File: src/rtl/cordic_num_pkg.sv
// Numeric format of the CORDIC datapath: widths, Q2.30 data type and X start value
package cordic_num_pkg;

    // ========================================================================
    // Word format
    // ========================================================================
    parameter int DATA_W        = 32;   // Full word width
    parameter int FRAC_W        = 30;   // Fraction bits of Q2.30
    parameter int ITER_BITS_DEF = 4;    // Default counter width, 16 iterations

    // Signed Q2.30, two's complement, wraps on overflow
    typedef logic signed [DATA_W-1:0] data_t;

    // ========================================================================
    // Start values
    // ========================================================================
    // 1/K of the rotation gain, 0.607252935 in Q2.30
    // X starts here so no final scaling is needed
    parameter data_t CORDIC_GAIN_INV = 32'h26DD3B6A;

endpackage

File: src/rtl/cordic_ctrl_pkg.sv
// Control encodings: FSM states, shared adder grant and quadrant number
package cordic_ctrl_pkg;

    // Sequencer states
    typedef enum logic [2:0] {
        IDLE,       // Waiting for start
        LOAD,       // Capture inputs, set start values
        SHIFT,      // Snapshot and shifted operands
        UPDATE,     // One variable per cycle through the adder
        COMMIT,     // Next values into X/Y/Z
        OUTPUT,     // Register the corrected result
        DONE        // Hold ready until ack
    } fsm_state_t;

    // Grant of the shared add/subtract unit
    typedef enum logic [1:0] {
        VAR_X = 2'd0,
        VAR_Y = 2'd1,
        VAR_Z = 2'd2
    } var_sel_t;

    typedef logic [1:0] quadrant_t;     // Quadrant k of the reduced angle

endpackage

File: src/rtl/cordic_result_stage.sv
// Quadrant correction, sine/cosine pick and result register
module cordic_result_stage (
    input  logic                       clk,
    input  logic                       rst_n,
    input  logic                       load_en,   // Capture op_sin and quadrant
    input  logic                       out_en,    // Register the corrected value
    input  logic                       op_sin,    // 1 sine, 0 cosine
    input  cordic_ctrl_pkg::quadrant_t quadrant,
    input  cordic_num_pkg::data_t      x_snap,    // Final cosine of reduced angle
    input  cordic_num_pkg::data_t      y_snap,    // Final sine of reduced angle
    output cordic_num_pkg::data_t      result
);
    import cordic_num_pkg::*;
    import cordic_ctrl_pkg::*;

    logic      op_sin_q;
    quadrant_t quad_q;
    logic      pick_y;
    logic      negate;
    data_t     picked;

    // Odd quadrants swap sine and cosine
    assign pick_y = op_sin_q ^ quad_q[0];
    // Sine negative in k=2,3, cosine in k=1,2
    assign negate = op_sin_q ? quad_q[1] : (quad_q[1] ^ quad_q[0]);
    assign picked = pick_y ? y_snap : x_snap;

    always_ff @(posedge clk)
    begin
        if (!rst_n)
        begin
            op_sin_q <= 1'b0;
            quad_q   <= '0;
            result   <= '0;
        end
        else
        begin
            if (load_en)
            begin
                op_sin_q <= op_sin;
                quad_q   <= quadrant;
            end
            if (out_en)
                result <= negate ? -picked : picked;   // Held until next out_en
        end
    end

endmodule

File: config.mk
export PLATFORM = sky130hd
export DESIGN_NAME = cordic_result_stage
export DESIGN_NICKNAME = d
export VERILOG_FILES = /design/src/rtl/cordic_num_pkg.sv /design/src/rtl/cordic_ctrl_pkg.sv /design/src/rtl/cordic_result_stage.sv
export SDC_FILE = /design/constraint.sdc
export NUM_CORES = 1
export LEC_CHECK = 0
export ABC_CLOCK_PERIOD_IN_PS = 5900
export BUFFER_PORTS_ARGS = -buffer_cell sky130_fd_sc_hd__buf_2
export CORE_AREA = 2 2 74 111
export CTS_BUF_LIST = sky130_fd_sc_hd__clkbuf_4
export CTS_CLUSTER_SIZE = 40
export DETAILED_ROUTE_END_ITERATION = 7
export DIE_AREA = 0 0 76 113
export PLACE_DENSITY = 0.72
export SYNTH_ARGS = -nofsm -noshare
export SYNTH_HDL_FRONTEND = slang
export SYNTH_SLANG_ARGS = --single-unit
File: constraint.sdc
create_clock -name clk -period 5.9 [get_ports clk]
set_clock_uncertainty 0.2 [all_clocks]
set_input_delay 0.59 -clock clk [delete_from_list [all_inputs] [get_ports clk]]
set_output_delay 0.59 -clock clk [all_outputs]
set_load 0.05 [all_outputs]
==> Word level (Yosys, flattened, before mapping) <==
Index checks and enable logic that the tools add are counted.
{ "totals": {"wordCells": 9, "register_bits": 35, "inputBits": 71} }
{ "classes": {"n_bitwise": 2, "add_sub_neg": 1, "n_mux": 3} }
{ "ops": {"columns": ["op", "count"], "rows": [
  ["$mux 32", 2],
  ["$neg 32->32", 1],
  ["$xor 1x1->1", 2],
  ["$mux 1", 1]
]} }

==> Logic depth before layout (Yosys ltp) <==
Gate-level depths: netlist of the first run.
{ "logic_depth": {"depth_word": 4, "mapped_depth": 13} }

==> Worst setup path before layout of the first run <==
No wires, ideal clock.
{ "synth_timing": {"kind": "register to register", "start": "reg op_sin_q", "end": "reg result[18]", "path_buffers": 4, "arrival_ps": 3049, "path_stages_with_launch": 14, "setup_slack_ps": 2577, "required_time_ps": 5626, "period_less_slack_ps": 3323, "setup_time_ps": 74, "cell_sequence": "dfxtp_1 > buf_6 > xnor2_4 > buf_6 > buf_2 > buf_4 > mux2i_1 > ha_1 > nor4b_1 > nand4b_2 > a22oi_4 > nor2b_1 > mux2_2 > a31oi_1"} }
{ "synth_between": {"elab_chain_len": 4, "word_cells_on_any_way": 5, "classes_between": "add/sub: 1; mux: 3; bitwise: 1"} }
{ "synth_rtl": {"columns": ["item", "line_no", "source"], "rows": [
  ["start, declared", "cordic_result_stage.sv:16", "logic op_sin_q;"],
  ["start signal, assigned", "cordic_result_stage.sv:40", "op_sin_q <= op_sin;"],
  ["$xor 1x1->1", "cordic_result_stage.sv:23", "assign pick_y = op_sin_q ^ quad_q[0];"],
  ["$mux 32", "cordic_result_stage.sv:26", "assign picked = pick_y ? y_snap : x_snap;"],
  ["$neg 32->32", "cordic_result_stage.sv:44", "result <= negate ? -picked : picked;"],
  ["$mux 32 (*)", "cordic_result_stage.sv:44", null],
  ["end signal, assigned", "cordic_result_stage.sv:44", null],
  ["end, declared", "cordic_result_stage.sv:11", "output cordic_num_pkg::data_t result"]
]} }
Every way passes the cells marked *; elsewhere a longest branch is shown, timed or not.
A chain may end at the register's enable or synchronous reset.

==> Worst setup path after layout of the first run <==
Ends and elaborated chain as after synthesis.

==> results of run 1 <==
[registers in the layout, indices dropped and copies added (netlist names)]
signal	flops
op_sin_q	1
quad_q	2
result	32
[final cells by class]
cell class | instances | share of cell area (%)
clock buffer | 6 | 1.26
sequential | 35 | 19.7
clock inverter | 2 | 0.351
multi-input combinational | 316 | 59.9
timing repair buffer | 104 | 14.7
antenna | 1 | 0.0702
tap | 102 | 3.58
inverter | 4 | 0.421
[stage by stage]
stage,total power [mW],worst slack [ps]
after CTS,0.755,2050
after global routing,0.793,1780
after floorplan,0.522,2580
final,0.750,2070
after detailed placement,0.614,2090
after global placement,0.611,2230
[Yosys cell counts (4+ instances only)]
| cell | instances | share of area (%) |
|---|---|---|
| sky130_fd_sc_hd__nor2_1 | 48 | 6.1 |
| sky130_fd_sc_hd__mux2i_1 | 41 | 14 |
| sky130_fd_sc_hd__dfxtp_1 | 35 | 24 |
| sky130_fd_sc_hd__nand2_1 | 30 | 3.8 |
| sky130_fd_sc_hd__nor3_1 | 23 | 3.9 |
| sky130_fd_sc_hd__nand3_1 | 19 | 3.2 |
| sky130_fd_sc_hd__o21ai_0 | 15 | 2.5 |
| sky130_fd_sc_hd__xor2_1 | 14 | 4.1 |
| sky130_fd_sc_hd__a21oi_1 | 11 | 1.9 |
| sky130_fd_sc_hd__clkbuf_1 | 9 | 1.1 |
| sky130_fd_sc_hd__nor4_1 | 9 | 1.9 |
| sky130_fd_sc_hd__a31oi_1 | 8 | 1.7 |
| sky130_fd_sc_hd__nand4_1 | 8 | 1.7 |
| sky130_fd_sc_hd__and3_1 | 6 | 1.3 |
| sky130_fd_sc_hd__buf_2 | 6 | 1.0 |
| sky130_fd_sc_hd__or3_1 | 5 | 1.1 |
| sky130_fd_sc_hd__xnor2_1 | 5 | 1.5 |
| sky130_fd_sc_hd__buf_6 | 4 | 1.5 |
| sky130_fd_sc_hd__inv_1 | 4 | 0.51 |
| sky130_fd_sc_hd__mux2_2 | 4 | 1.5 |
| sky130_fd_sc_hd__o21a_1 | 4 | 1.0 |
| sky130_fd_sc_hd__o2bb2ai_1 | 4 | 1.2 |
| sky130_fd_sc_hd__o31a_1 | 4 | 1.2 |
| sky130_fd_sc_hd__or4_1 | 4 | 1.0 |
[metal layers]
metal	track usage [%]	vias up	wire length, µm
li1	-	1589	-
met3	3.99	21	566
met2	42.0	117	5040
met5	0	-	0
met1	26.7	1555	3970
met4	10.1	0	226
[how the worst min path moves through the flow]
stage / start / endpoint / slack (ps) / depth (start not counted)
2_1_floorplan: op_sin_q$_SDFFE_PN0P_ / op_sin_q$_SDFFE_PN0P_ / 430 / 3
3_3_place_gp: result[31]$_SDFFE_PN0P_ / result[31]$_SDFFE_PN0P_ / 230 / 2
3_5_place_dp: result[31]$_SDFFE_PN0P_ / result[31]$_SDFFE_PN0P_ / 240 / 2
4_1_cts: result[31]$_SDFFE_PN0P_ / result[31]$_SDFFE_PN0P_ / 260 / 2
5_1_grt: quadrant[0] / quad_q[0]$_SDFFE_PN0P_ / 280 / 3
6_report: result[31]$_SDFFE_PN0P_ / result[31]$_SDFFE_PN0P_ / 250 / 2
[cells in the final DEF (no fill, tap or decap), types with 4 or more instances in the layout]
cell	synthesis	routed
sky130_fd_sc_hd__nor4_1	9	9
sky130_fd_sc_hd__o2bb2ai_1	4	4
sky130_fd_sc_hd__o21a_1	4	4
sky130_fd_sc_hd__clkbuf_4	0	6
sky130_fd_sc_hd__or4_1	4	4
sky130_fd_sc_hd__nor2_1	48	48
sky130_fd_sc_hd__xor2_1	14	14
sky130_fd_sc_hd__mux2_2	4	4
sky130_fd_sc_hd__nand3_1	19	19
sky130_fd_sc_hd__nor3_1	23	23
sky130_fd_sc_hd__a21oi_1	11	11
sky130_fd_sc_hd__xnor2_1	5	4
sky130_fd_sc_hd__inv_1	4	4
sky130_fd_sc_hd__nand4_1	8	8
sky130_fd_sc_hd__a31oi_1	8	8
sky130_fd_sc_hd__o31a_1	4	4
sky130_fd_sc_hd__mux2i_1	41	41
sky130_fd_sc_hd__dfxtp_1	35	35
sky130_fd_sc_hd__and3_1	6	6
sky130_fd_sc_hd__buf_2	6	102
sky130_fd_sc_hd__nand2_1	30	30
sky130_fd_sc_hd__or3_1	5	5
sky130_fd_sc_hd__o21ai_0	15	15
[logic make-up (layout without fill, tap and decap cells)]
| family | after synthesis | count (layout) | share of synthesized area, % |
|---|---|---|---|
| XOR/XNOR | 21 | 21 | 7.46 |
| AND/OR/NAND/NOR | 171 | 171 | 29.1 |
| buffers and inverters | 25 | 116 | 4.68 |
| other | 0 | 1 | 0 |
| AO/OA/AOI/OAI | 77 | 77 | 18.9 |
| adder cells (fa/ha/maj) | 1 | 1 | 0.422 |
| flip-flops | 35 | 35 | 23.6 |
| multiplexers | 46 | 46 | 15.8 |
[critical path: cells and delay by family, from the launching register on]
kind	cells	cell delay (ps)
muxes	2	670
and+or+nand+nor	3	770
adders and majority gates	1	260
DFF	1	660
AOI/OAI and AO/OA	2	560
xor gates and xnor gates	1	660
[report_power, final]
| part | internal (mW) | switching (mW) |
|---|---|---|
| clock network | 0.0508 | 0.0891 |
| logic | 0.109 | 0.224 |
| registers | 0.261 | 0.0164 |
==> results.txt, run 1 <==
----------------------------------------------------
[STA]
  Worst Hold Margin ... 252 ps
  Setup TNS ... 0 ps
  Unrepaired setup endpoints after global routing ... no
  Period utilization ... 64.9%
  Final Hold Violating Endpoints ... 0
  Setup violation total in the final timing report ... 0
  Final worst path period need ... 3830 ps
  Max-Slew Margin vs Limit ... 21.3%
  Transition time at the pin with the least slew margin ... 1180 ps
  Max-slew violation count ... 0
  Upper clock frequency limit ... 261 MHz

[GRT]
  Overflow left after global routing ... 0
  Maximum number of pins on one net before global-route repair ... 57
  Initial antenna violation count ... 0
  Total global routing track utilization ... 23.2%
  Number of global-route vias before repair ... 3269
  First-pass GRT wire length ... 16.1 mm

[Flow run]
  Max-cap violation count ... 0

[Cells and area]
  Final design area excluding fillers ... 3560 µm²
  Non-filler cells, final ... 570
  Layout-stage area growth over the synthesis result ... 20.1%
  # fillers ... 786
  Final Net Count ... 538
  Total area of multi-input combinational cells ... 2140 µm²
  Final core utilization ... 47.1%
  Fraction of layout instances using a drive strength above 1 ... 27.6%
  Area taken by flip-flops and latches ... 701 µm²

[Placement]
  Detailed placer's ending HPWL ... 7.56 mm
  IO buf count ... 102
  Routability cong. ... 0.937
  Cell Count Post-Placement ... 561
  Instance area at placement ... 3500 µm²

[Power and ir drop]
  Maximum vdd ir drop ... 104 µV
  Leakage Power ... 1.61 nW
  Total power divided by cell area ... 210 nW/µm²

[CTS]
  Clock buffers created by TritonCTS ... 5
  Number of buffers on the longest clock path ... 2
  Register clock-pin slew on the reported worst setup and hold paths ... 130 ps
  TritonCTS clock tree ... yes
  CTS H-tree lvls ... 2
  Later-pin clock latency in the skew report ... 350 ps
  Number of buffers inserted to repair setup after CTS ... 0
  Clock root buffer master ... sky130_fd_sc_hd__clkbuf_4
  TritonCTS Sinks ... 35
  Count of cells resized by post-cts repair ... 0
  Number of hold-repair buffers added at the cts stage ... 0

[Critical path]
  Reg-to-reg setup timing slack ... 2070 ps
  Launching instance or port of the critical path ... op_sin_q$_SDFFE_PN0P_
  Slowest cell on the critical path ... sky130_fd_sc_hd__dfxtp_1
  Reg2Reg Launch Point ... op_sin_q$_SDFFE_PN0P_
  Path type of the worst setup path ... reg -> reg
  Critical path data arrival time ... 3930 ps
  CP Launch Type ... flop
  RR Endpoint ... result[18]$_SDFFE_PN0P_
  Nature of the critical path endpoint ... flop
  R2r worst-path depth ... 9
  Peak fanout along the critical path ... 27
  Largest stage delay on the critical path ... 660 ps
  End point of the critical path ... result[18]$_SDFFE_PN0P_
  Data required time of the worst path ... 6010 ps
  Series of cell instances along the critical path ... xor2_4 -> mux2i_1 -> ha_1 -> nor4b_1 -> nand4b_2 -> a22oi_4 -> nor2b_1 -> mux2_2 -> a31oi_1

[Logic synthesis]
  Proportion of synthesized chip area in sequential cells ... 23.6%
  Most used flip-flop cell after synthesis ... sky130_fd_sc_hd__dfxtp_1
  Number of register bits inferred by synthesis ... 35
  Async set-or-reset flop fraction in the synthesized netlist ... 0%
  Post-Syn Nets ... 448
  Yosys warning count ... 0
  Area of the mapped netlist ... 2970 µm²
  Synth Area per Inst ... 7.89 µm²
  Number of instances in the synthesized netlist ... 376
  EDFF count, synth ... 0
  Post-synthesis cell type count ... 59

[Floorplanning]
  Die extent in y ... 113 µm
  Initial Util ... 39.2%
  Core box area ... 7560 µm²
  Die area ... 8590 µm²
  Number of placement rows ... 39
  Width of the chip ... 76 µm
  Count of boundary I/O pins ... 103

[Hold path]
  Path type of the worst min-delay path ... reg -> reg

[Drt]
  Average detailed-routed wire length per instance ... 17.2 µm
  Residual DRC count ... 0
  Initial DRT Pass Iterations ... 5
  Post-detailed-route via-to-cell ratio ... 5.76
  Via count ... 3282
  Drt total wl ... 9.80 mm
  Initial DRC Count ... 230
  Post-detailed-route count of antenna-violating nets ... 0

[Status]
  Run status ... complete, no violations

----------------------------------------------------
Power figures use the tool's default switching activity.
==> inputs of run 2 (changes only) <==
- ABC_CLOCK_PERIOD_IN_PS: 5900 -> 3500
- PLACE_DENSITY: 0.72 -> 0.74
- clock period: 5.9 -> 3.5 ns (I/O delays scaled with it)
==> run 2 against run 1 <==
First-iteration DRC count fell by 39%. Combinational power rose by 71%. Global-route usage fell by 0.20 points. Highest routed layer unchanged. Clock power rose by 71%. Critical path type unchanged. Utilization rose by 0.23 points. Cell area rose by 0.49%. Critical path depth did not move. Wire length rose by 0.31%. Total power rose by 70%.
==> results.txt, run 2 (synthesis results as in run 1) <==
----------------------------------------------------
[Cells and area]
  Most common library cell in the layout ignoring fill and taps ... sky130_fd_sc_hd__buf_2
  Final core utilization ... 47.4%
  Layout-stage area growth over the synthesis result ... 20.7%
  Final design area excluding fillers ... 3580 µm²
  Most used cells in the layout excluding fill and tap cells ... sky130_fd_sc_hd__buf_2 (102), sky130_fd_sc_hd__nor2_1 (48), sky130_fd_sc_hd__mux2i_1 (41)
  Top reg by flops ... result
  Max reg flops ... 32
  Fraction of layout instances using a drive strength above 1 ... 28.6%
  # fillers ... 799
  Final Net Count ... 540
  Largest registers ... result: 32 flops, quad_q: 2 flops, op_sin_q: 1 flops

[Critical path]
  Slowest cell on the critical path ... sky130_fd_sc_hd__dfxtp_2
  CP Launch Type ... flop
  Peak fanout along the critical path ... 10
  Reg2Reg Launch Point ... op_sin_q$_SDFFE_PN0P_
  RR Endpoint ... result[18]$_SDFFE_PN0P_
  WP buf/inv ... 0
  Reg-to-reg setup timing slack ... 350 ps
  Critical path data arrival time ... 3220 ps
  Largest stage delay on the critical path ... 510 ps
  Critical path's top delay family ... simple AND/OR/NAND/NOR gates
  Path type of the worst setup path ... reg -> reg
  Data required time of the worst path ... 3570 ps
  R2r worst-path depth ... 9
  Series of cell instances along the critical path ... xor2_4 -> mux2i_1 -> ha_1 -> nor4b_1 -> nand4b_2 -> a22oi_4 -> nor2b_1 -> mux2_2 -> a31oi_1
  Nature of the critical path endpoint ... flop
  Launching instance or port of the critical path ... op_sin_q$_SDFFE_PN0P_

[STA]
  Transition time at the pin with the least slew margin ... 811 ps
  Period utilization ... 89.9%
  Unrepaired setup endpoints after global routing ... no
  Final Hold Violating Endpoints ... 0
  Setup TNS ... 0 ps
  Upper clock frequency limit ... 318 MHz
  Final worst path period need ... 3150 ps
  Max-slew violation count ... 0
  Setup violation total in the final timing report ... 0
  Max-Slew Margin vs Limit ... 45.5%

[Drt]
  Average detailed-routed wire length per instance ... 17.2 µm
  Post-detailed-route count of antenna-violating nets ... 0
  Residual DRC count ... 0
  Drt total wl ... 9.83 mm
  Post-detailed-route via-to-cell ratio ... 5.79
  Initial DRT Pass Iterations ... 8
  Via count ... 3312
  Initial DRC Count ... 140

[Flow run]
  Max-cap violation count ... 0

[Placement]
  Detailed placer's ending HPWL ... 7.65 mm
  Instance area at placement ... 3520 µm²
  IO buf count ... 102
  Routability cong. ... 0.961

[CTS]
  Number of buffers inserted to repair setup after CTS ... 0
  Later-pin clock latency in the skew report ... 340 ps
  Clock buffers created by TritonCTS ... 5
  Clock root buffer master ... sky130_fd_sc_hd__clkbuf_4
  Number of buffers on the longest clock path ... 2
  TritonCTS clock tree ... yes
  CTS H-tree lvls ... 2
  Register clock-pin slew on the reported worst setup and hold paths ... 120 ps
  TritonCTS Sinks ... 35
  Count of cells resized by post-cts repair ... 0
  Number of hold-repair buffers added at the cts stage ... 0

[Floorplanning]
  Number of placement rows ... 39
  Width of the chip ... 76 µm
  Die area ... 8590 µm²
  Count of boundary I/O pins ... 103
  Initial Util ... 39.2%
  Die extent in y ... 113 µm
  Core box area ... 7560 µm²

[Hold path]
  Hold path cells ... 3
  Path type of the worst min-delay path ... in -> reg
  Hold path startpoint ... quadrant[1]
  Hold Crit Endpoint ... quad_q[1]$_SDFFE_PN0P_

[GRT]
  Initial antenna violation count ... 1
  Overflow left after global routing ... 0
  Total global routing track utilization ... 23.0%
  Maximum number of pins on one net before global-route repair ... 57
  First-pass GRT wire length ... 16.0 mm
  Number of global-route vias before repair ... 3235

[Power and ir drop]
  Total power divided by cell area ... 356 nW/µm²
  Leakage Power ... 1.62 nW
  Sum of internal, switching and leakage power ... 1.27 mW
  Maximum vdd ir drop ... 210 µV

[Status]
  Run status ... complete, no violations

----------------------------------------------------
==> run 2: cell types whose count changed in the layout (fill, tap and decap cells not counted), sizes merged <==
cell	before	now
clkinv	2	1
buf	104	106
clkbuf	6	7
==> run 2: worst max path at each step <==
stage / to / slack (ps) / depth (start not counted)
detailed placement: result[18]$_SDFFE_PN0P_ / 260 / 9
finish: result[18]$_SDFFE_PN0P_ / 350 / 9
floorplan: result[18]$_SDFFE_PN0P_ / 180 / 13
global route: result[18]$_SDFFE_PN0P_ / 40 / 9
CTS: result[18]$_SDFFE_PN0P_ / 220 / 9
global placement: result[18]$_SDFFE_PN0P_ / 370 / 9
==> run 2: tightest hold or removal path: stages <==
cell                      delay, ps
sky130_fd_sc_hd__buf_2           70
sky130_fd_sc_hd__mux2i_1         50
sky130_fd_sc_hd__nor2_1          70
==> run 2: final cells by class <==
| type | count | area, µm² | share of cell area, % |
|---|---|---|---|
| antenna | 1 | 2.50 | 0.0699 |
| clock buffer | 7 | 52.6 | 1.47 |
| clock inverter | 1 | 5.00 | 0.140 |
| inverter | 4 | 15.0 | 0.419 |
| multi-input combinational | 316 | 2140 | 59.6 |
| sequential | 35 | 703 | 19.6 |
| tap | 102 | 128 | 3.56 |
| timing repair buffer | 106 | 541 | 15.1 |
==> run 2: power breakdown <==
| group | internal (mW) | switching, mW | total, mW |
|---|---|---|---|
| clock network | 0.0940 | 0.145 | 0.239 |
| registers | 0.440 | 0.0267 | 0.467 |
| logic | 0.187 | 0.381 | 0.568 |
==> run 2: metrics by stage <==
| stage | hold slack, ps | std cells | setup WS (ps) |
|---|---|---|---|
| after CTS | 25.8 | 571 | 219 |
| final | 31.6 | 572 | 352 |
| after floorplan | 297 | 376 | 177 |
| after global placement | 235 | 563 | 372 |
| after global routing | 48.2 | 572 | 38.7 |
| after detailed placement | 243 | 563 | 265 |
==> run 2: layer usage <==
layer | routed length (µm) | vias to the layer above | track usage, %
met5 | 0 | - | 0
met4 | 358 | 0 | 9.82
met3 | 676 | 32 | 3.91
met2 | 5010 | 156 | 42.3
met1 | 3790 | 1524 | 26.0
li1 | - | 1600 | -
==> inputs of run 3 (changes only) <==
- ABC_CLOCK_PERIOD_IN_PS: 3500 -> unset
- GPL_TIMING_DRIVEN: unset -> 0
==> run 3 against run 2 <==
First-iteration DRC count up 90%. Worst hold slack worse by 10 ps. Sequential share of layout area down 1.4 points. Final cell count up 4.4%. Count of clock-buffer cells in the layout down 2. Largest cell class unchanged. Register-to-register slack worse by 240 ps. Utilization up 3.5 points. Sequential power down 2%. Cell area up 7.3%. Flip-flop and latch count unchanged.
==> results.txt, run 3 (synthesis results as in run 1) <==
----------------------------------------------------
[Status]
  Run status ... complete, no violations

[Cells and area]
  Top reg by flops ... result
  Non-filler cells, final ... 597
  Max reg flops ... 32
  Most used cells in the layout excluding fill and tap cells ... sky130_fd_sc_hd__buf_2 (106), sky130_fd_sc_hd__nor2_1 (48), sky130_fd_sc_hd__mux2i_1 (40)
  Fraction of layout instances using a drive strength above 1 ... 30.8%
  Most common library cell in the layout ignoring fill and taps ... sky130_fd_sc_hd__buf_2
  Final Net Count ... 565
  Layout-stage area growth over the synthesis result ... 29.5%
  Largest registers ... result: 32 flops, quad_q: 2 flops, op_sin_q: 1 flops

[Floorplanning]
  Initial Util ... 39.2%
  Die extent in y ... 113 µm
  Count of boundary I/O pins ... 103
  Width of the chip ... 76 µm
  Core box area ... 7560 µm²
  Number of placement rows ... 39
  Die area ... 8590 µm²

[Placement]
  Cell Count Post-Placement ... 580
  Post-place setup slack ... -456 ps
  IO buf count ... 102
  Detailed placer's ending HPWL ... 8.49 mm
  Routability cong. ... 0.919

[CTS]
  CTS H-tree lvls ... 2
  Number of buffers on the longest clock path ... 2
  TritonCTS Sinks ... 35
  Clock root buffer master ... sky130_fd_sc_hd__clkbuf_4
  Later-pin clock latency in the skew report ... 350 ps
  TritonCTS clock tree ... yes
  Clock buffers created by TritonCTS ... 5
  Register clock-pin slew on the reported worst setup and hold paths ... 120 ps

[Critical path]
  Critical path data arrival time ... 3470 ps
  WP buf/inv ... 4
  Series of cell instances along the critical path ... buf_4 -> xnor2_4 -> buf_6 -> buf_6 -> buf_12 -> mux2i_4 -> ha_2 -> nor4b_4 -> nand4b_4 -> a22oi_4 -> nor2b_4 -> mux2_2 -> a31oi_1
  Slowest cell on the critical path ... sky130_fd_sc_hd__a22oi_4
  Critical path's top delay family ... buffers and inverters
  Peak fanout along the critical path ... 10
  Data required time of the worst path ... 3590 ps
  Path type of the worst setup path ... reg -> reg
  Nature of the critical path endpoint ... flop
  Most prevalent standard cell on the critical path ... sky130_fd_sc_hd__buf_6
  Largest stage delay on the critical path ... 330 ps
  CP Launch Type ... flop

[STA]
  Final Hold Violating Endpoints ... 0
  Max-Slew Margin vs Limit ... 35.6%
  Max-slew violation count ... 0
  Setup violation total in the final timing report ... 0
  Upper clock frequency limit ... 296 MHz
  Period utilization ... 96.7%
  Transition time at the pin with the least slew margin ... 959 ps
  Worst path setup slack after routing ... 117 ps
  Final worst path period need ... 3380 ps

[Drt]
  Initial DRT Pass Iterations ... 5
  Initial DRC Count ... 266
  Average detailed-routed wire length per instance ... 18.1 µm
  Post-detailed-route count of antenna-violating nets ... 0
  Post-detailed-route via-to-cell ratio ... 5.78
  Residual DRC count ... 0
  Drt total wl ... 10.8 mm
  Via count ... 3451

[Power and ir drop]
  Total power divided by cell area ... 382 nW/µm²
  Leakage Power ... 1.74 nW
  Sum of internal, switching and leakage power ... 1.47 mW
  Maximum vdd ir drop ... 199 µV

[GRT]
  Overflow left after global routing ... 0
  Total global routing track utilization ... 24.4%
  Maximum number of pins on one net before global-route repair ... 13
  Number of global-route vias before repair ... 3302
  Initial antenna violation count ... 1
  First-pass GRT wire length ... 16.7 mm

[Hold path]
  Path type of the worst min-delay path ... in -> reg

[Flow run]
  Max-cap violation count ... 0

----------------------------------------------------
-- run 3: through the flow --
stage / util, % / hold WS [ps] / cell area, µm² / setup TNS (ps)
finish: 50.8 / 21.6 / 3840 / 0
global route: 50.8 / 33.3 / 3840 / -51.2
CTS: 49.8 / 18.4 / 3770 / 0
detailed placement: 47.7 / 238 / 3610 / -2620
global placement: 47.7 / 234 / 3610 / -2710
floorplan: - / 297 / 2970 / 0
-- run 3: worst register-to-register path, cell delays in order, from the launching register on --
cell                       delay [ps]
sky130_fd_sc_hd__dfxtp_1          320
sky130_fd_sc_hd__buf_4            180
sky130_fd_sc_hd__xnor2_4          230
sky130_fd_sc_hd__buf_6            150
sky130_fd_sc_hd__buf_6            160
sky130_fd_sc_hd__buf_12           170
sky130_fd_sc_hd__mux2i_4          240
sky130_fd_sc_hd__ha_2             220
sky130_fd_sc_hd__nor4b_4          270
sky130_fd_sc_hd__nand4b_4         170
sky130_fd_sc_hd__a22oi_4          330
sky130_fd_sc_hd__nor2b_4          200
sky130_fd_sc_hd__mux2_2           330
sky130_fd_sc_hd__a31oi_1          150
-- run 3: layer usage --
layer,global-route usage (%),wire [µm],up-vias
met2,45.3,5630,154
met5,0,0,-
met3,3.11,576,24
met1,28.6,4330,1626
li1,-,-,1647
met4,9.21,274,0
-- run 3: final timing paths --
kind / start / end / slack [ps] / cells past startpoint
max: quad_q[0]$_SDFFE_PN0P_ / result[18]$_SDFFE_PN0P_ / 120 / 13
min: op_sin / op_sin_q$_SDFFE_PN0P_ / 20 / 3
max reg2reg: quad_q[0]$_SDFFE_PN0P_ / result[18]$_SDFFE_PN0P_ / 120 / 13
min reg2reg: result[31]$_SDFFE_PN0P_ / result[31]$_SDFFE_PN0P_ / 250 / 2
-- run 3: area by class of cell --
cell class / count / area (µm²)
plain buffers: 20 / 138
diodes: 1 / 2.50
inverters: 4 / 15.0
clock inverters: 3 / 67.6
multi-input cells: 316 / 2180
flip-flops and latches: 35 / 701
fillers: 783 / 3720
repair buffers: 111 / 578
well taps: 102 / 128
clock buffers: 5 / 37.5
-- run 3: where the power goes --
group,switching [mW],internal [mW]
Sequential,0.0192,0.440
Combinational,0.412,0.216
Clock,0.161,0.222
-- run 3: repair_timing --
| action | 4_1_cts | 5_1_grt |
|---|---|---|
| gates resized for setup | 8 | 6 |
| endpoints found under the hold margin | 0 | 0 |
| hold buffers | 0 | 0 |
| buffers inserted | 3 | 6 |
| endpoints found under the setup margin | 10 | 8 |
| pin swaps | 2 | 2 |
